<file path="src/common/memPkg.sv">
package memPkg;

    // data path widths
    typedef logic [31:0] word_t;
    typedef logic [31:0] addr_t;
    typedef logic [3:0]  strobe_t;
    typedef logic [1:0]  byteOff_t;

    // lane operation and access size
    typedef enum logic [1:0] {
        MEM_NONE,
        MEM_LOAD,
        MEM_STORE
    } memOp_e;

    typedef enum logic [1:0] {
        SIZE1,
        SIZE2,
        SIZE4
    } memSize_e;

    // MIPS Cause.ExcCode values for address errors
    typedef enum logic [4:0] {
        EXC_ADEL = 5'd4,
        EXC_ADES = 5'd5
    } excCode_e;

    typedef enum logic [1:0] {
        ST_IDLE,
        ST_ISSUE,
        ST_DONE
    } stageState_e;

    typedef enum logic [1:0] {
        APB_IDLE,
        APB_SETUP,
        APB_ACCESS
    } apbState_e;

    // kseg0 and kseg1 both start with 2'b10
    localparam logic [1:0] KSEG_TOP = 2'b10;

    // data RAM geometry and wait state generator
    localparam int RAM_WORDS    = 256;
    localparam int RAM_IDX_W    = $clog2(RAM_WORDS);
    localparam int RAM_MAX_WAIT = 2;
    localparam int WAIT_W       = $clog2(RAM_MAX_WAIT + 1);

    typedef logic [RAM_IDX_W-1:0] ramIndex_t;
    typedef logic [WAIT_W-1:0]    waitCnt_t;
    typedef logic [7:0]           lfsr_t;

    localparam lfsr_t LFSR_SEED = 8'hA5;

endpackage

</file>
<file path="src/common/dataReqIf.sv">
`timescale 1ns/10ps

interface dataReqIf
    import memPkg::*;
();

    logic    valid;
    logic    write;
    addr_t   paddr;
    word_t   wdata;
    strobe_t strobe;
    logic    done;
    word_t   rdata;

    // request side, held stable until done
    modport lane (
        output valid, write, paddr, wdata, strobe,
        input  done, rdata
    );

    // done is a single cycle pulse with rdata
    modport arb (
        input  valid, write, paddr, wdata, strobe,
        output done, rdata
    );

endinterface

</file>
<file path="src/logic/apbArbiter.sv">
`timescale 1ns/10ps

module apbArbiter
    import memPkg::*;
(
    input  logic    clk,
    input  logic    reset,
    dataReqIf.arb   req1,
    dataReqIf.arb   req0,
    output logic    psel,
    output logic    penable,
    output logic    pwrite,
    output addr_t   paddr,
    output word_t   pwdata,
    output strobe_t pstrb,
    input  word_t   prdata,
    input  logic    pready
);

    apbState_e state;
    logic      grantLane1;
    logic      xferDone;

    always_ff @(posedge clk) begin
        if (reset) begin
            state <= APB_IDLE;
        end else begin
            case (state)
                APB_IDLE: begin
                    if (req1.valid || req0.valid) begin
                        state <= APB_SETUP;
                    end
                end
                APB_SETUP: state <= APB_ACCESS;
                APB_ACCESS: begin
                    if (pready) begin
                        state <= APB_IDLE;
                    end
                end
                default: state <= APB_IDLE;
            endcase
        end
    end

    // grant and transfer fields latched together, lane 1 first
    always_ff @(posedge clk) begin
        if (state == APB_IDLE) begin
            if (req1.valid) begin
                grantLane1 <= 1'b1;
                pwrite     <= req1.write;
                paddr      <= req1.paddr;
                pwdata     <= req1.wdata;
                pstrb      <= req1.strobe;
            end else if (req0.valid) begin
                grantLane1 <= 1'b0;
                pwrite     <= req0.write;
                paddr      <= req0.paddr;
                pwdata     <= req0.wdata;
                pstrb      <= req0.strobe;
            end
        end
    end

    assign psel     = (state != APB_IDLE);
    assign penable  = (state == APB_ACCESS);
    assign xferDone = penable && pready;

    // only the granted lane sees the completion
    assign req1.done  = xferDone && grantLane1;
    assign req0.done  = xferDone && !grantLane1;
    assign req1.rdata = grantLane1 ? prdata : '0;
    assign req0.rdata = grantLane1 ? '0 : prdata;

    // the granted lane keeps requesting the address under transfer
    assert property (@(posedge clk) disable iff (reset)
        psel |-> (grantLane1 ? (req1.valid && req1.paddr == paddr)
                             : (req0.valid && req0.paddr == paddr)));

endmodule

</file>
<file path="src/flat_wrapper.sv">
// flat-port wrapper written by rule: the top's interface ports become plain ports
module apbArbiter_flat import memPkg::*;
  (clk, reset, psel, penable, pwrite, paddr, pwdata, pstrb, prdata, pready, req1_valid, req1_write, req1_paddr, req1_wdata, req1_strobe, req1_done, req1_rdata, req0_valid, req0_write, req0_paddr, req0_wdata, req0_strobe, req0_done, req0_rdata);
  dataReqIf req1_i ();
  dataReqIf req0_i ();
  input  logic clk;
  input  logic reset;
  output logic psel;
  output logic penable;
  output logic pwrite;
  output addr_t paddr;
  output word_t pwdata;
  output strobe_t pstrb;
  input  word_t prdata;
  input  logic pready;
  input wire logic [$bits(req1_i.valid)-1:0] req1_valid;
  input wire logic [$bits(req1_i.write)-1:0] req1_write;
  input wire logic [$bits(req1_i.paddr)-1:0] req1_paddr;
  input wire logic [$bits(req1_i.wdata)-1:0] req1_wdata;
  input wire logic [$bits(req1_i.strobe)-1:0] req1_strobe;
  output wire logic [$bits(req1_i.done)-1:0] req1_done;
  output wire logic [$bits(req1_i.rdata)-1:0] req1_rdata;
  input wire logic [$bits(req0_i.valid)-1:0] req0_valid;
  input wire logic [$bits(req0_i.write)-1:0] req0_write;
  input wire logic [$bits(req0_i.paddr)-1:0] req0_paddr;
  input wire logic [$bits(req0_i.wdata)-1:0] req0_wdata;
  input wire logic [$bits(req0_i.strobe)-1:0] req0_strobe;
  output wire logic [$bits(req0_i.done)-1:0] req0_done;
  output wire logic [$bits(req0_i.rdata)-1:0] req0_rdata;
  assign req1_i.valid = req1_valid;
  assign req1_i.write = req1_write;
  assign req1_i.paddr = req1_paddr;
  assign req1_i.wdata = req1_wdata;
  assign req1_i.strobe = req1_strobe;
  assign req1_done = req1_i.done;
  assign req1_rdata = req1_i.rdata;
  assign req0_i.valid = req0_valid;
  assign req0_i.write = req0_write;
  assign req0_i.paddr = req0_paddr;
  assign req0_i.wdata = req0_wdata;
  assign req0_i.strobe = req0_strobe;
  assign req0_done = req0_i.done;
  assign req0_rdata = req0_i.rdata;
  apbArbiter u_core (.clk(clk), .reset(reset), .req1(req1_i), .req0(req0_i), .psel(psel), .penable(penable), .pwrite(pwrite), .paddr(paddr), .pwdata(pwdata), .pstrb(pstrb), .prdata(prdata), .pready(pready));
endmodule
</file>
<file path="config.mk">
export PLATFORM = sky130hd
export DESIGN_NAME = apbArbiter_flat
export DESIGN_NICKNAME = d
export VERILOG_FILES = /design/src/common/memPkg.sv /design/src/common/dataReqIf.sv /design/src/logic/apbArbiter.sv /design/src/flat_wrapper.sv
export SDC_FILE = /design/constraint.sdc
export NUM_CORES = 1
export LEC_CHECK = 0
export BUFFER_PORTS_ARGS = -buffer_cell sky130_fd_sc_hd__buf_2
export CAP_MARGIN = 20
export CORE_MARGIN = 8
export CORE_UTILIZATION = 35
export CTS_BUF_LIST = sky130_fd_sc_hd__clkbuf_4 sky130_fd_sc_hd__clkbuf_8 sky130_fd_sc_hd__clkbuf_16
export DETAILED_ROUTE_END_ITERATION = 7
export PLACE_DENSITY = 0.81
export SLEW_MARGIN = 15
export SYNTH_ARGS = -nofsm -noshare
export SYNTH_HDL_FRONTEND = slang
export SYNTH_SLANG_ARGS = --single-unit
</file>
<file path="constraint.sdc">
create_clock -name clk -period 5.26 [get_ports clk]
set_clock_uncertainty 0.05 [all_clocks]
set_input_delay 1.315 -clock clk [delete_from_list [all_inputs] [get_ports clk]]
set_output_delay 1.315 -clock clk [all_outputs]
set_load 0.005 [all_outputs]
</file>
==> results by group <==
Power
  • Worst VDD drop: roughly 0.00014 V
  • Clock Power Share: slightly below 30%
  • Internal power: between 1 and 1.5 mW
  • Pwr Total: 1.53 mW
  • Pwr per Cell Area: 272 nW/um2
  • Psw: just under 0.4 mW
  • Combinational power share: roughly 23%
  • Seq pwr share: roughly 48%
  • Net Sw Frac: 26.0%
  • Pleak: ~2.9 nW

Setup path
  • Worst reg2reg path endpoint: u_core.pwdata[13]$_DFFE_PP_
  • CP required: about 4 ns
  • CP max stage delay: roughly 0.16 ns
  • Worst path cell trace: buf_2 > and2_1 > buf_2
  • Reg2reg path depth: 3
  • Crit path capture type: output pin
  • Type of origin of the critical path: input port
  • Worst Path Buf+Inv: 2
  • Worst path most repeated cell: buf_2
  • Worst path arrival time: ~1.7 ns
  • Internal reg-to-reg setup slack: around 3.3 ns
  • CP max FO: 2
  • Reg2reg start: u_core.state[1]$_SDFFE_PP0P_
  • Crit path max-delay cell type: and2_1
  • CP top delay family: buffers and inverters
  • Worst Setup Path Type: in2out

Die
  • Rows: 38
  • DIE HEIGHT: around 120 um
  • Die X: about 120 um
  • Initial Util: 35.6%
  • Area of the core: between 10000 and 15000 um2
  • Io pins: ~310
  • Die ar.: 14500 um2

Detailed routing
  • Vias: approximately 3000
  • Drt total wl: approximately 13000 um
  • DRC errors left: 0
  • Vias per inst: roughly 4.4
  • First DRT Iteration DRCs: between 100 and 150
  • Post-route ant nets: 0
  • Drt pass-1 iters: 4
  • Routed WL per cell: roughly 18 um

Clock network
  • H-tree levels: 3
  • Post-CTS sizing: 0
  • Reg clk slew, reported paths: around 0.080 ns
  • Clock latency on the worst-skew pair: ~0.34 ns
  • Clk root buf: clkbuf_8
  • Post-CTS Setup Bufs: 0
  • Hold-fix buffers, CTS: 0
  • Number of buffers created by CTS: 9
  • CTS tree: done
  • Clock Sink Count: 72
  • Max clock buf depth: 2

Min path
  • Hold Path Sink: u_core.state[1]$_SDFFE_PP0P_
  • Hold Path Origin: u_core.state[1]$_SDFFE_PP0P_
  • HP Class: reg2reg
  • Cell depth of the worst min-delay path: 2

Global routing
  • Tot GR Track Use: between 10% and 20%
  • Vias in the first global route: between 3000 and 4000
  • Initial antenna violation count: 3
  • Largest net degree at the start of global routing: roughly 70
  • First-pass GRT wire length: 18300 um
  • Total grt overflow: 0

Yosys
  • Sequential area share after synthesis: between 50% and 60%
  • Syn_nets: between 400 and 500
  • Synth Instances: 230
  • Syn avg cell area: 16.6 um2
  • Mapped cell area: roughly 3800 um2
  • Yosys warns: 0
  • Yosys reg bits: between 70 and 80
  • Yosys cell types: 16

Cells and area
  • NumNets Final: a little over 700
  • Finished Layout Cells: a little under 700
  • Area Overhead vs Synth: 46.7%
  • Layout cells sized above 1: between 70% and 80%
  • Final Util: 52.2%

Timing
  • FMAX: around 330 MHz
  • Final setup vio count: 0
  • Final period utilization: approximately 60%
  • Final hold viol count: 0
  • RSZ-0062 raised after global routing: false
  • Post-route minimum period: a little over 3 ns
  • Worst-margin pin slew: 0.892 ns
  • Hold_ws: about 0.55 ns
  • Final TNS setup: 0 ns
  • Worst slew margin: between 40% and 50%
  • Max-slew violation count: 0

Placement
  • Port-buffer cells: 311
  • Dpl cells: approximately 670
  • Final GP Congestion: 0.864
  • DP HPWL: 10400 um

Status
  • Status: complete, no violations

Flow run
  • Max-Cap Viols: 0
## worst register-to-register path, stage by stage (launching register included)
cell     delay (ns)
dfxtp_1        0.32
or2_2          0.34
nor2_4         0.11
buf_4          0.65
## final cells by class
cell class,count,area (um2)
Antenna cell,1,2.50
Clock buffer,9,124
Clock inverter,7,76.3
Fill cell,922,5140
Multi-Input combinational cell,143,1500
Sequential cell,72,2140
Tap cell,140,175
Timing Repair Buffer,314,1580
## metrics by stage
stage	instance area [um2]	worst slack [ns]
global route	5600	2.17
CTS	5600	2.19
global placement	5400	2.00
detailed placement	5400	1.92
floorplan	3820	0.0738
finish	5600	2.19
## cell families (layout without fill, tap and decap cells)
logic type | Yosys count | after routing | synth area share (%)
buffers and inverters | 15 | 330 | 4.81
and+or+nand+nor | 73 | 73 | 11.8
muxes | 69 | 69 | 27.1
AOI/OAI and AO/OA | 1 | 1 | 0.197
DFF | 72 | 72 | 56.1
other | 0 | 1 | 0
## layout by cell type (no fill, tap or decap)
master	n
a21o_1	1
and2_1	32
and3_1	1
and3b_1	1
buf_2	310
buf_4	4
bufinv_16	1
clkbuf_8	9
clkinv_1	1
clkinvlp_4	1
dfxtp_1	2
diode_2	1
edfxtp_1	70
inv_6	4
mux2_4	69
nor2_1	2
nor2_4	1
nor2b_1	33
nor3_1	1
nor3b_1	1
or2_2	1
## how the worst max path moves through the flow
stage / startpoint / to / slack (ns) / cells past startpoint
CTS: prdata[15] / req1_rdata[15] / 2.19 / 3
global route: pready / req1_done / 2.17 / 3
finish: prdata[15] / req1_rdata[15] / 2.19 / 3
global placement: req1_valid / u_core.pwdata[31]$_DFFE_PP_ / 2.00 / 4
floorplan: req1_valid / u_core.grantLane1$_SDFFCE_PP1P_ / 0.07 / 4
detailed placement: req1_valid / u_core.paddr[18]$_DFFE_PP_ / 1.92 / 4
## routing by layer
layer	up-vias	share of wire [%]	global-route usage [%]
met1	1382	39	18.3
met5	-	0.21	0
met2	147	52	28.8
met3	12	7.9	5.92
met4	4	1.1	3.67
li1	1446	-	-
## synth_stat cells
master / count / area [um2]
buf_12: 7 / 140
clkbuf_1: 2 / 7.51
nor2b_1: 33 / 206
or2_2: 1 / 6.26
and3b_1: 1 / 8.76
buf_2: 5 / 25.0
and3_1: 1 / 6.26
dfxtp_1: 2 / 40.0
and2_1: 32 / 200
edfxtp_1: 70 / 2100
buf_6: 1 / 11.3
a21o_1: 1 / 7.51
nor3_1: 1 / 5.00
nor2_1: 3 / 11.3
mux2_4: 69 / 1040
nor3b_1: 1 / 7.51
## power by group through the flow
| stage | logic, mW | clock network, mW | registers, mW |
|---|---|---|---|
| final | 0.347 | 0.448 | 0.730 |
| after global routing | 0.376 | 0.483 | 0.737 |
| after CTS | 0.354 | 0.462 | 0.731 |
| after detailed placement | 0.353 | 0 | 0.744 |
| after global placement | 0.342 | 0 | 0.741 |
| after floorplan | 0.158 | 0 | 0.757 |
## sequential cells by signal, indices dropped and copies added (netlist names)
register and flops:
u_core.paddr 32, u_core.pwrite 1, u_core.pwdata 32, u_core.state 2, u_core.pstrb 4, u_core.grantLane1 1
Note: power is estimated with default switching activity, not from simulation.
