--- src/common/memPkg.sv ---
package memPkg;

    // data path widths
    typedef logic [31:0] word_t;
    typedef logic [31:0] addr_t;
    typedef logic [3:0]  strobe_t;
    typedef logic [1:0]  byteOff_t;

    // lane operation and access size
    typedef enum logic [1:0] {
        MEM_NONE,
        MEM_LOAD,
        MEM_STORE
    } memOp_e;

    typedef enum logic [1:0] {
        SIZE1,
        SIZE2,
        SIZE4
    } memSize_e;

    // MIPS Cause.ExcCode values for address errors
    typedef enum logic [4:0] {
        EXC_ADEL = 5'd4,
        EXC_ADES = 5'd5
    } excCode_e;

    typedef enum logic [1:0] {
        ST_IDLE,
        ST_ISSUE,
        ST_DONE
    } stageState_e;

    typedef enum logic [1:0] {
        APB_IDLE,
        APB_SETUP,
        APB_ACCESS
    } apbState_e;

    // kseg0 and kseg1 both start with 2'b10
    localparam logic [1:0] KSEG_TOP = 2'b10;

    // data RAM geometry and wait state generator
    localparam int RAM_WORDS    = 256;
    localparam int RAM_IDX_W    = $clog2(RAM_WORDS);
    localparam int RAM_MAX_WAIT = 2;
    localparam int WAIT_W       = $clog2(RAM_MAX_WAIT + 1);

    typedef logic [RAM_IDX_W-1:0] ramIndex_t;
    typedef logic [WAIT_W-1:0]    waitCnt_t;
    typedef logic [7:0]           lfsr_t;

    localparam lfsr_t LFSR_SEED = 8'hA5;

endpackage

--- src/common/dataReqIf.sv ---
`timescale 1ns/10ps

interface dataReqIf
    import memPkg::*;
();

    logic    valid;
    logic    write;
    addr_t   paddr;
    word_t   wdata;
    strobe_t strobe;
    logic    done;
    word_t   rdata;

    // request side, held stable until done
    modport lane (
        output valid, write, paddr, wdata, strobe,
        input  done, rdata
    );

    // done is a single cycle pulse with rdata
    modport arb (
        input  valid, write, paddr, wdata, strobe,
        output done, rdata
    );

endinterface

--- src/memStage/byteLaneAlign.sv ---
`timescale 1ns/10ps

module byteLaneAlign
    import memPkg::*;
(
    input  byteOff_t addrLow,
    input  memSize_e size,
    input  logic     isSigned,
    input  word_t    storeData,
    input  word_t    loadWord,
    output word_t    alignedData,
    output strobe_t  strobe,
    output logic     misaligned,
    output word_t    loadData
);

    word_t shifted;

    // addressed bytes moved down to bit 0
    assign shifted = loadWord >> {addrLow, 3'b000};

    always_comb begin
        case (size)
            SIZE1: begin
                misaligned  = 1'b0;
                alignedData = {4{storeData[7:0]}};
                strobe      = strobe_t'(4'b0001) << addrLow;
                loadData    = {{24{isSigned & shifted[7]}}, shifted[7:0]};
            end
            SIZE2: begin
                misaligned  = addrLow[0];
                alignedData = {2{storeData[15:0]}};
                strobe      = strobe_t'(4'b0011) << {addrLow[1], 1'b0};
                loadData    = {{16{isSigned & shifted[15]}}, shifted[15:0]};
            end
            default: begin
                misaligned  = |addrLow;
                alignedData = storeData;
                strobe      = 4'b1111;
                loadData    = shifted;
            end
        endcase
    end

endmodule

--- src/memStage/memStage.sv ---
`timescale 1ns/10ps

module memStage
    import memPkg::*;
(
    input  logic        clk,
    input  logic        reset,
    input  logic        inValid,
    output logic        inReady,
    input  memOp_e      lane1Op,
    input  memSize_e    lane1Size,
    input  logic        lane1Signed,
    input  addr_t       lane1Vaddr,
    input  word_t       lane1Wdata,
    input  memOp_e      lane0Op,
    input  memSize_e    lane0Size,
    input  logic        lane0Signed,
    input  addr_t       lane0Vaddr,
    input  word_t       lane0Wdata,
    output logic        outValid,
    output word_t       lane1Rdata,
    output word_t       lane0Rdata,
    output logic        excValid,
    output logic        excLane,
    output excCode_e    excCode,
    output addr_t       badVaddr,
    dataReqIf.lane      req1,
    dataReqIf.lane      req0
);

    stageState_e state;
    memOp_e      inOp [1:0];
    memSize_e    inSize [1:0];
    addr_t       inVaddr [1:0];
    word_t       inWdata [1:0];
    memOp_e      opQ [1:0];
    memSize_e    sizeQ [1:0];
    addr_t       vaddrQ [1:0];
    word_t       wdataQ [1:0];
    word_t       rdataQ [1:0];
    addr_t       paddr [1:0];
    word_t       alignedData [1:0];
    word_t       loadData [1:0];
    word_t       rdataIn [1:0];
    strobe_t     laneStrobe [1:0];
    logic [1:0]  signedQ, misaligned, fault, needMem, served, doneIn, laneWrite, reqValid;
    logic        accept, allDone;
    memOp_e      faultOp;

    assign inOp    = '{lane1Op, lane0Op};
    assign inSize  = '{lane1Size, lane0Size};
    assign inVaddr = '{lane1Vaddr, lane0Vaddr};
    assign inWdata = '{lane1Wdata, lane0Wdata};
    assign rdataIn = '{req1.rdata, req0.rdata};
    assign doneIn  = {req1.done, req0.done};

    assign accept = inValid && inReady;

    for (genvar i = 0; i < 2; i++) begin : gLane
        // pair register, loaded on accept
        always_ff @(posedge clk) begin
            if (accept) begin
                opQ[i]     <= inOp[i];
                sizeQ[i]   <= inSize[i];
                signedQ[i] <= (i == 1) ? lane1Signed : lane0Signed;
                vaddrQ[i]  <= inVaddr[i];
                wdataQ[i]  <= inWdata[i];
                rdataQ[i]  <= '0;
            end else if (doneIn[i] && opQ[i] == MEM_LOAD) begin
                rdataQ[i]  <= loadData[i];
            end
        end

        // kseg0/kseg1 drop the segment bits
        assign paddr[i] = (vaddrQ[i][31:30] == KSEG_TOP) ? {3'b000, vaddrQ[i][28:0]}
                                                          : vaddrQ[i];

        byteLaneAlign uAlign (
            .addrLow     (vaddrQ[i][1:0]),
            .size        (sizeQ[i]),
            .isSigned    (signedQ[i]),
            .storeData   (wdataQ[i]),
            .loadWord    (rdataIn[i]),
            .alignedData (alignedData[i]),
            .strobe      (laneStrobe[i]),
            .misaligned  (misaligned[i]),
            .loadData    (loadData[i])
        );

        assign fault[i]     = (opQ[i] != MEM_NONE) && misaligned[i];
        assign laneWrite[i] = (opQ[i] == MEM_STORE);
        assign reqValid[i]  = (state == ST_ISSUE) && needMem[i] && !served[i];
    end

    // older lane fault kills the younger one
    assign needMem[1] = (opQ[1] != MEM_NONE) && !misaligned[1];
    assign needMem[0] = (opQ[0] != MEM_NONE) && !misaligned[0] && !fault[1];
    assign allDone    = &(~needMem | served | doneIn);

    always_ff @(posedge clk) begin
        if (reset) begin
            state  <= ST_IDLE;
            served <= '0;
        end else begin
            case (state)
                ST_IDLE: begin
                    if (inValid) begin
                        state  <= ST_ISSUE;
                        served <= '0;
                    end
                end
                ST_ISSUE: begin
                    served <= served | doneIn;
                    if (allDone) begin
                        state <= ST_DONE;
                    end
                end
                default: state <= ST_IDLE;
            endcase
        end
    end

    assign req1.valid  = reqValid[1];
    assign req1.write  = laneWrite[1];
    assign req1.paddr  = paddr[1];
    assign req1.wdata  = alignedData[1];
    assign req1.strobe = laneWrite[1] ? laneStrobe[1] : '0;
    assign req0.valid  = reqValid[0];
    assign req0.write  = laneWrite[0];
    assign req0.paddr  = paddr[0];
    assign req0.wdata  = alignedData[0];
    assign req0.strobe = laneWrite[0] ? laneStrobe[0] : '0;

    assign inReady    = (state == ST_IDLE);
    assign outValid   = (state == ST_DONE);
    assign lane1Rdata = rdataQ[1];
    assign lane0Rdata = rdataQ[0];

    // lane 1 takes precedence when reporting
    assign faultOp  = fault[1] ? opQ[1] : opQ[0];
    assign excValid = (state == ST_DONE) && (|fault);
    assign excLane  = fault[1];
    assign excCode  = (faultOp == MEM_STORE) ? EXC_ADES : EXC_ADEL;
    assign badVaddr = fault[1] ? vaddrQ[1] : vaddrQ[0];

    assert property (@(posedge clk) disable iff (reset)
        req1.valid && !req1.done |=>
            req1.valid && $stable({req1.write, req1.paddr, req1.wdata, req1.strobe}));
    assert property (@(posedge clk) disable iff (reset)
        req0.valid && !req0.done |=>
            req0.valid && $stable({req0.write, req0.paddr, req0.wdata, req0.strobe}));

    // a served lane drops its request in the next cycle
    assert property (@(posedge clk) disable iff (reset) req1.done |=> !req1.valid);
    assert property (@(posedge clk) disable iff (reset) req0.done |=> !req0.valid);

endmodule

--- src/flat_wrapper.sv ---
// flat-port wrapper written by rule: the top's interface ports become plain ports
module memStage_flat import memPkg::*;
  (clk, reset, inValid, inReady, lane1Op, lane1Size, lane1Signed, lane1Vaddr, lane1Wdata, lane0Op, lane0Size, lane0Signed, lane0Vaddr, lane0Wdata, outValid, lane1Rdata, lane0Rdata, excValid, excLane, excCode, badVaddr, req1_valid, req1_write, req1_paddr, req1_wdata, req1_strobe, req1_done, req1_rdata, req0_valid, req0_write, req0_paddr, req0_wdata, req0_strobe, req0_done, req0_rdata);
  dataReqIf req1_i ();
  dataReqIf req0_i ();
  input  logic clk;
  input  logic reset;
  input  logic inValid;
  output logic inReady;
  input  memOp_e lane1Op;
  input  memSize_e lane1Size;
  input  logic lane1Signed;
  input  addr_t lane1Vaddr;
  input  word_t lane1Wdata;
  input  memOp_e lane0Op;
  input  memSize_e lane0Size;
  input  logic lane0Signed;
  input  addr_t lane0Vaddr;
  input  word_t lane0Wdata;
  output logic outValid;
  output word_t lane1Rdata;
  output word_t lane0Rdata;
  output logic excValid;
  output logic excLane;
  output excCode_e excCode;
  output addr_t badVaddr;
  output wire logic [$bits(req1_i.valid)-1:0] req1_valid;
  output wire logic [$bits(req1_i.write)-1:0] req1_write;
  output wire logic [$bits(req1_i.paddr)-1:0] req1_paddr;
  output wire logic [$bits(req1_i.wdata)-1:0] req1_wdata;
  output wire logic [$bits(req1_i.strobe)-1:0] req1_strobe;
  input wire logic [$bits(req1_i.done)-1:0] req1_done;
  input wire logic [$bits(req1_i.rdata)-1:0] req1_rdata;
  output wire logic [$bits(req0_i.valid)-1:0] req0_valid;
  output wire logic [$bits(req0_i.write)-1:0] req0_write;
  output wire logic [$bits(req0_i.paddr)-1:0] req0_paddr;
  output wire logic [$bits(req0_i.wdata)-1:0] req0_wdata;
  output wire logic [$bits(req0_i.strobe)-1:0] req0_strobe;
  input wire logic [$bits(req0_i.done)-1:0] req0_done;
  input wire logic [$bits(req0_i.rdata)-1:0] req0_rdata;
  assign req1_valid = req1_i.valid;
  assign req1_write = req1_i.write;
  assign req1_paddr = req1_i.paddr;
  assign req1_wdata = req1_i.wdata;
  assign req1_strobe = req1_i.strobe;
  assign req1_i.done = req1_done;
  assign req1_i.rdata = req1_rdata;
  assign req0_valid = req0_i.valid;
  assign req0_write = req0_i.write;
  assign req0_paddr = req0_i.paddr;
  assign req0_wdata = req0_i.wdata;
  assign req0_strobe = req0_i.strobe;
  assign req0_i.done = req0_done;
  assign req0_i.rdata = req0_rdata;
  memStage u_core (.clk(clk), .reset(reset), .inValid(inValid), .inReady(inReady), .lane1Op(lane1Op), .lane1Size(lane1Size), .lane1Signed(lane1Signed), .lane1Vaddr(lane1Vaddr), .lane1Wdata(lane1Wdata), .lane0Op(lane0Op), .lane0Size(lane0Size), .lane0Signed(lane0Signed), .lane0Vaddr(lane0Vaddr), .lane0Wdata(lane0Wdata), .outValid(outValid), .lane1Rdata(lane1Rdata), .lane0Rdata(lane0Rdata), .excValid(excValid), .excLane(excLane), .excCode(excCode), .badVaddr(badVaddr), .req1(req1_i), .req0(req0_i));
endmodule
--- config.mk ---
export PLATFORM = sky130hd
export DESIGN_NAME = memStage_flat
export DESIGN_NICKNAME = d
export VERILOG_FILES = /design/src/common/memPkg.sv /design/src/common/dataReqIf.sv /design/src/memStage/byteLaneAlign.sv /design/src/memStage/memStage.sv /design/src/flat_wrapper.sv
export SDC_FILE = /design/constraint.sdc
export NUM_CORES = 1
export LEC_CHECK = 0
export BUFFER_PORTS_ARGS = -buffer_cell sky130_fd_sc_hd__clkbuf_2
export CAP_MARGIN = 20
export CORE_AREA = 2 2 175 177
export DETAILED_ROUTE_END_ITERATION = 8
export DIE_AREA = 0 0 177 179
export SLEW_MARGIN = 20
export SYNTH_ARGS = -nofsm -noshare
export SYNTH_HDL_FRONTEND = slang
export SYNTH_SLANG_ARGS = --single-unit
--- constraint.sdc ---
create_clock -name clk -period 3.75 [get_ports clk]
set_clock_uncertainty 0.2 [all_clocks]
set_input_delay 0.75 -clock clk [delete_from_list [all_inputs] [get_ports clk]]
set_output_delay 0.75 -clock clk [all_outputs]
set_load 0.03 [all_outputs]
==> results.sh, run 1 <==
export IMPL_final_hold_viol_count=0
export IMPL_yosys_mux_area_fraction_pct=10.9
export IMPL_synth_xor_xnor_area_share_pct=0.0899
export IMPL_synth_top_family_by_area="multiplexers"
export IMPL_postSynth_asyncResetShare_pct=0
export IMPL_clockBufferDepth=3
export IMPL_final_global_route_overflow_total=0
export IMPL_max_vdd_ir_drop_v=0.000386
export IMPL_rows=64
export IMPL_buffer_ports_inserted=447
export IMPL_synth_distinct_cells=37
export IMPL_synth_warning_count=0
export IMPL_crit_path_max_fanout=32
export IMPL_cp_start_kind="flop"
export IMPL_cts_resized=0
export IMPL_post_route_drc_count=0
export IMPL_fin_nets=1357
export IMPL_clkSlewWorstSetupHoldPaths_ps=60
export IMPL_drt_first_pass_iters=5
export IMPL_first_global_vias=6960
export IMPL_worstSetupPathType="flop to primary output"
export IMPL_syn_inst=779
export IMPL_holdBufCountCts=0
export IMPL_cts_root_buf="clkbuf_16"
export IMPL_worstSkewPairLatency_ps=520
export IMPL_synth_adder_area_share_pct=0
export IMPL_hold_wc_path_type="primary input to flop"
export IMPL_die_height_um=179
export IMPL_synth_compound_gate_area_share_pct=7.94
export IMPL_fraction_of_final_layout_cells_sized_beyond_drive_strength_1_pct=48.5
export IMPL_crit_path_end_kind="primary output"
export IMPL_tritoncts_clock_tree="done"
export IMPL_synth_edff_count=202
export IMPL_design_power_total_mw=6.40
export IMPL_outcome="completed"
export IMPL_core_area_mm2=0.0300
export IMPL_synth_top_flop_cell="edfxtp_1"
export IMPL_max_freq_mhz=296
export IMPL_synth_simple_gate_area_share_pct=9.46
export IMPL_floorplan_die_width_um=177
export IMPL_area_growth_pct=29.5
export IMPL_max_cap_violations=0
export IMPL_postSynthRegisterBits=206
export IMPL_setup_tns_final_ps=0
export IMPL_cts_setup_buffers=0
export IMPL_final_common_cell="clkbuf_2"
export IMPL_hpwlAfterDp_um=22600
export IMPL_timing_critical_path_required_ps=2800
export IMPL_drv_slew=0
export IMPL_power_density_mw_per_mm2=507
export IMPL_grt_first_pass_wirelength_um=41900
export IMPL_floorplan_initialDensity_pct=32.5
export IMPL_worst_slew_pin_transition_ps=1030
export IMPL_maxSlewHeadroom_pct=31.3
export IMPL_grt_setup_unrepaired="no"
export IMPL_gp_routability_congestion=0.819
export IMPL_grt_start_max_net_pins=79
export IMPL_die_area_mm2=0.0317
export IMPL_syn_area_per_cell_um2=12.5
export IMPL_first_iter_violations=333
export IMPL_total_leakage_power_nw=5.46
export IMPL_grtUsageTotal_pct=17.5
export IMPL_post_drt_via_cell_ratio=4.66
export IMPL_finalCritPeriodShare_pct=90.0
export IMPL_min_period_ps=3370
export IMPL_arrival_time_reported_for_the_critical_path_endpoint_ps=2420
export IMPL_report_final_setup_viol=0
export IMPL_grt_antenna_before_repair=5
export IMPL_synthesis_area_mm2=0.00974
export IMPL_clock_sink_count=206
export IMPL_route_vias_total=7295
export IMPL_boundaryPins=452
export IMPL_synth_seq_area_share_pct=63.1
export IMPL_cts_htree_levels=1
export IMPL_whs_ps=201
export IMPL_wl_per_cell_um=18.8
export IMPL_layout_common_cells="clkbuf_2, edfxtp_1, nand2_1, mux2_2, a21oi_1"
export IMPL_cts_made_buffers=25
export IMPL_finalWirelength_um=29500
export IMPL_drtAntennaViolNets=0
-- worst paths after layout --
kind / from / endpoint / cells after the start / slack [ps]
max: u_core.vaddrQ[0][32] / badVaddr[31] / 6 / 380
min: lane0Wdata[28] / u_core.wdataQ[0][28] / 1 / 200
max reg2reg: u_core.vaddrQ[0][1] / u_core.rdataQ[0][26] / 5 / 1360
min reg2reg: u_core.served[0] / u_core.served[0] / 2 / 320
-- cell type report --
type | instances | area (um2)
diodes | 2 | 5.00
clock buffers | 29 | 641
clock inverters | 16 | 109
fillers | 2908 | 17400
inverters | 11 | 46.3
multi-input cells | 442 | 2800
flip-flops and latches | 206 | 6150
well taps | 396 | 495
repair buffers | 464 | 2380
-- power by group --
group	switching (mW)	internal [mW]
Sequential	0.100	2.75
Combinational	0.930	0.399
Clock	0.937	1.29
Total	1.97	4.44
-- state kept, by name (all words and copies together) (netlist names) --
name            flops
u_core.state        2
u_core.wdataQ      64
u_core.rdataQ      64
u_core.served       2
u_core.signedQ      2
u_core.opQ          4
u_core.vaddrQ      64
u_core.sizeQ        4
-- per-layer routing --
metal	routed length (um)	vias up	GRT usage, %
met3	2690	54	5.32
met1	11400	3440	20.8
met5	27	-	0
met4	709	4	5.44
li1	-	3475	-
met2	14700	322	30.3
-- cell families (layout without fill, tap and decap cells) --
logic type | Yosys count | after routing
compound gates | 136 | 136
xor+xnor | 1 | 1
buf+inv | 133 | 520
flops | 206 | 206
mux | 98 | 98
other cells | 2 | 6
simple gates | 203 | 203
-- synthesized netlist by cell type (2+ instances only) --
library cell	n	area [um2]
buf_4	79	593
nand2b_1	7	43.8
nand2_1	106	398
a21oi_1	61	305
o21ai_0	39	195
dfxtp_1	4	80.1
inv_1	10	37.5
nor2b_1	19	119
buf_2	21	105
nor3_1	8	40.0
mux2i_1	37	370
nand3_1	3	15.0
a211oi_1	28	210
edfxtp_1	202	6070
nor2_1	35	131
buf_1	2	7.51
and2_1	14	87.6
and2_0	2	12.5
mux2_2	61	687
clkbuf_1	19	71.3
a21boi_0	3	22.5
conb_1	2	7.51
or4_1	2	15.0
or3_1	2	12.5
-- critical path, cell delays in order, from the launching register on --
cell	delay [ps]
edfxtp_1	320
buf_4	210
nor2_1	90
nor3_2	250
buf_4	430
mux2_2	400
clkbuf_2	190
-- per-stage QoR --
| step | worst slack [ps] | cell area (um2) | instances | util, % |
|---|---|---|---|---|
| floorplan | 37.0 | 9750 | 781 | - |
| global placement | 931 | 11900 | 1519 | 39.5 |
| detailed placement | 862 | 11900 | 1519 | 39.5 |
| CTS | 306 | 12600 | 1564 | 42.0 |
| global route | 186 | 12600 | 1565 | 42.0 |
| finish | 375 | 12600 | 1566 | 42.0 |
No activity file was read; power rests on OpenSTA's default activity.
==> inputs of run 2 (changes only) <==
- CORE_AREA: 2 2 175 177 -> 2 2 178 180
- DIE_AREA: 0 0 177 179 -> 0 0 180 182
- PLACE_DENSITY_LB_ADDON: not set -> 0.2
==> run 2 against run 1 <==
Against the previous run:
- flip-flop and latch count unchanged
- count of clock-buffer cells in the layout down 2
- clock power increased by 14%
- hold slack worse by 9.7 ps
- via count decreased by 1.5%
- register-to-register slack got worse by 80 ps
- sequential power about the same
- die area is 3.4% higher
- largest cell class unchanged
==> results.sh, run 2 (synthesis results as in run 1) <==
export IMPL_outcome="completed"
export IMPL_cts_root_buf="clkbuf_16"
export IMPL_post_route_drc_count=0
export IMPL_die_height_um=182
export IMPL_drv_slew=0
export IMPL_cts_setup_buffers=0
export IMPL_whs_ps=191
export IMPL_timing_final_ws_setup_ps=407
export IMPL_final_global_route_overflow_total=0
export IMPL_cts_htree_levels=1
export IMPL_min_period_ps=3340
export IMPL_total_leakage_power_nw=5.49
export IMPL_clockBufferDepth=3
export IMPL_tritoncts_clock_tree="done"
export IMPL_crit_path_max_fanout=38
export IMPL_layout_common_cells="clkbuf_2, edfxtp_1, nand2_1, mux2_2, a21oi_1"
export IMPL_crit_path_end_kind="primary output"
export IMPL_route_vias_total=7187
export IMPL_ff2ff_setup_slack_ps=1280
export IMPL_register_area_mm2=0.00615
export IMPL_grtUsageTotal_pct=17.0
export IMPL_hold_wc_path_type="primary input to flop"
export IMPL_boundaryPins=452
export IMPL_fraction_of_final_layout_cells_sized_beyond_drive_strength_1_pct=48.7
export IMPL_hpwlAfterDp_um=21800
export IMPL_cp_start_kind="flop"
export IMPL_first_global_vias=7378
export IMPL_clkSlewWorstSetupHoldPaths_ps=60
export IMPL_dp_slack_ps=934
export IMPL_die_area_mm2=0.0328
export IMPL_fin_nets=1353
export IMPL_final_common_cell="clkbuf_2"
export IMPL_regToRegEndpoint="u_core.rdataQ[0][28]"
export IMPL_finalCritPeriodShare_pct=89.2
export IMPL_arrival_time_reported_for_the_critical_path_endpoint_ps=2390
export IMPL_cts_made_buffers=24
export IMPL_wl_per_cell_um=18.7
export IMPL_max_freq_mhz=299
export IMPL_holdBufCountCts=0
export IMPL_drtAntennaViolNets=0
export IMPL_worst_slew_pin_transition_ps=1050
export IMPL_critical_path_max_stage_delay_ps=500
export IMPL_worstReg2RegStart="u_core.vaddrQ[0][1]"
export IMPL_worstPathCellList="nor2_1, nor3_2, buf_4, mux2_2, clkbuf_2"
export IMPL_floorplan_die_width_um=180
export IMPL_post_drt_via_cell_ratio=4.59
export IMPL_reg2reg_path_depth=4
export IMPL_gp_routability_congestion=0.773
export IMPL_clock_sink_count=206
export IMPL_report_final_setup_viol=0
export IMPL_cp_endpoint="badVaddr[19]"
export IMPL_rows=65
export IMPL_fillCellCount=3086
export IMPL_worstSkewPairLatency_ps=520
export IMPL_slowest_cell_on_crit_path="edfxtp_1"
export IMPL_max_cap_violations=0
export IMPL_power_density_mw_per_mm2=529
export IMPL_first_iter_violations=312
export IMPL_setup_tns_final_ps=0
export IMPL_grt_antenna_before_repair=1
export IMPL_finalWirelength_um=29300
export IMPL_design_power_total_mw=6.71
export IMPL_area_growth_pct=30.2
export IMPL_grt_first_pass_wirelength_um=43600
export IMPL_drt_first_pass_iters=4
export IMPL_buffer_ports_inserted=447
export IMPL_cts_resized=0
export IMPL_worstSetupPathType="flop to primary output"
export IMPL_core_area_mm2=0.0310
export IMPL_multi_input_comb_area_mm2=0.00280
export IMPL_crit_start="u_core.opQ[0][3]"
export IMPL_grt_start_max_net_pins=80
export IMPL_max_vdd_ir_drop_v=0.000580
export IMPL_timing_critical_path_required_ps=2800
export IMPL_final_hold_viol_count=0
export IMPL_grt_setup_unrepaired="no"
export IMPL_reg_top3="u_core.rdataQ (64), u_core.vaddrQ (64), u_core.wdataQ (64)"
export IMPL_postLayoutCoreUtil_pct=40.9
export IMPL_floorplan_initialDensity_pct=31.4
export IMPL_maxSlewHeadroom_pct=29.6
-- run 2: cell types whose count changed in the layout (fill, tap and decap cells not counted) --
cell        change
buf_4           -2
clkinv_8        +1
buf_12          -1
clkinvlp_4      -2
clkbuf_16       -1
clkinv_2        -2
or3_1           -2
clkinv_1        -2
or3_2           +2
clkbuf_1        -1
inv_6           -1
bufinv_16       +5
-- run 2: routing by layer --
layer | vias to the layer above | track usage, % | routed length (um)
met1 | 3378 | 19.8 | 11200
met2 | 305 | 30.5 | 15100
met4 | 0 | 4.49 | 689
met3 | 40 | 5.03 | 2290
li1 | 3464 | - | -
met5 | - | 0 | 0
-- run 2: cell type report --
| type | instances | share of cell area (%) |
|---|---|---|
| inverter | 11 | 0.365 |
| sequential | 206 | 48.4 |
| clock inverter | 15 | 1.84 |
| antenna | 2 | 0.0394 |
| multi-input combinational | 442 | 22.1 |
| tap | 402 | 3.96 |
| clock buffer | 27 | 4.82 |
| timing repair buffer | 461 | 18.5 |
-- run 2: where the power goes --
group | switching, mW | internal [mW] | leakage, nW | total [mW]
combinational | 0.924 | 0.394 | 3.08 | 1.32
sequential | 0.0963 | 2.75 | 2.00 | 2.85
clock | 0.962 | 1.58 | 0.409 | 2.54
total | 1.98 | 4.72 | 5.49 | 6.71
-- run 2: worst min path at each step --
stage	startpoint	endpoint	slack, ps	cells after the start
2_1_floorplan	u_core.served[0]	u_core.served[0]	280	2
6_report	lane0Wdata[4]	u_core.wdataQ[0][4]	190	1
3_3_place_gp	u_core.served[0]	u_core.served[0]	300	2
3_5_place_dp	u_core.served[0]	u_core.served[0]	310	2
4_1_cts	lane1Vaddr[31]	u_core.vaddrQ[0][63]	150	1
5_1_grt	lane0Wdata[22]	u_core.wdataQ[0][22]	160	1
-- run 2: per-stage QoR --
step	instance area (um2)	instances
after CTS	12700	1564
after detailed placement	11800	1522
after floorplan	9750	781
after global placement	11800	1521
final	12700	1566
after global routing	12700	1565
-- run 2: worst max-delay path: cells and delay by family, from the launching register on --
kind,cells,cell delay (ps)
buf+inv,2,650
mux,1,400
flops,1,500
simple gates,2,270
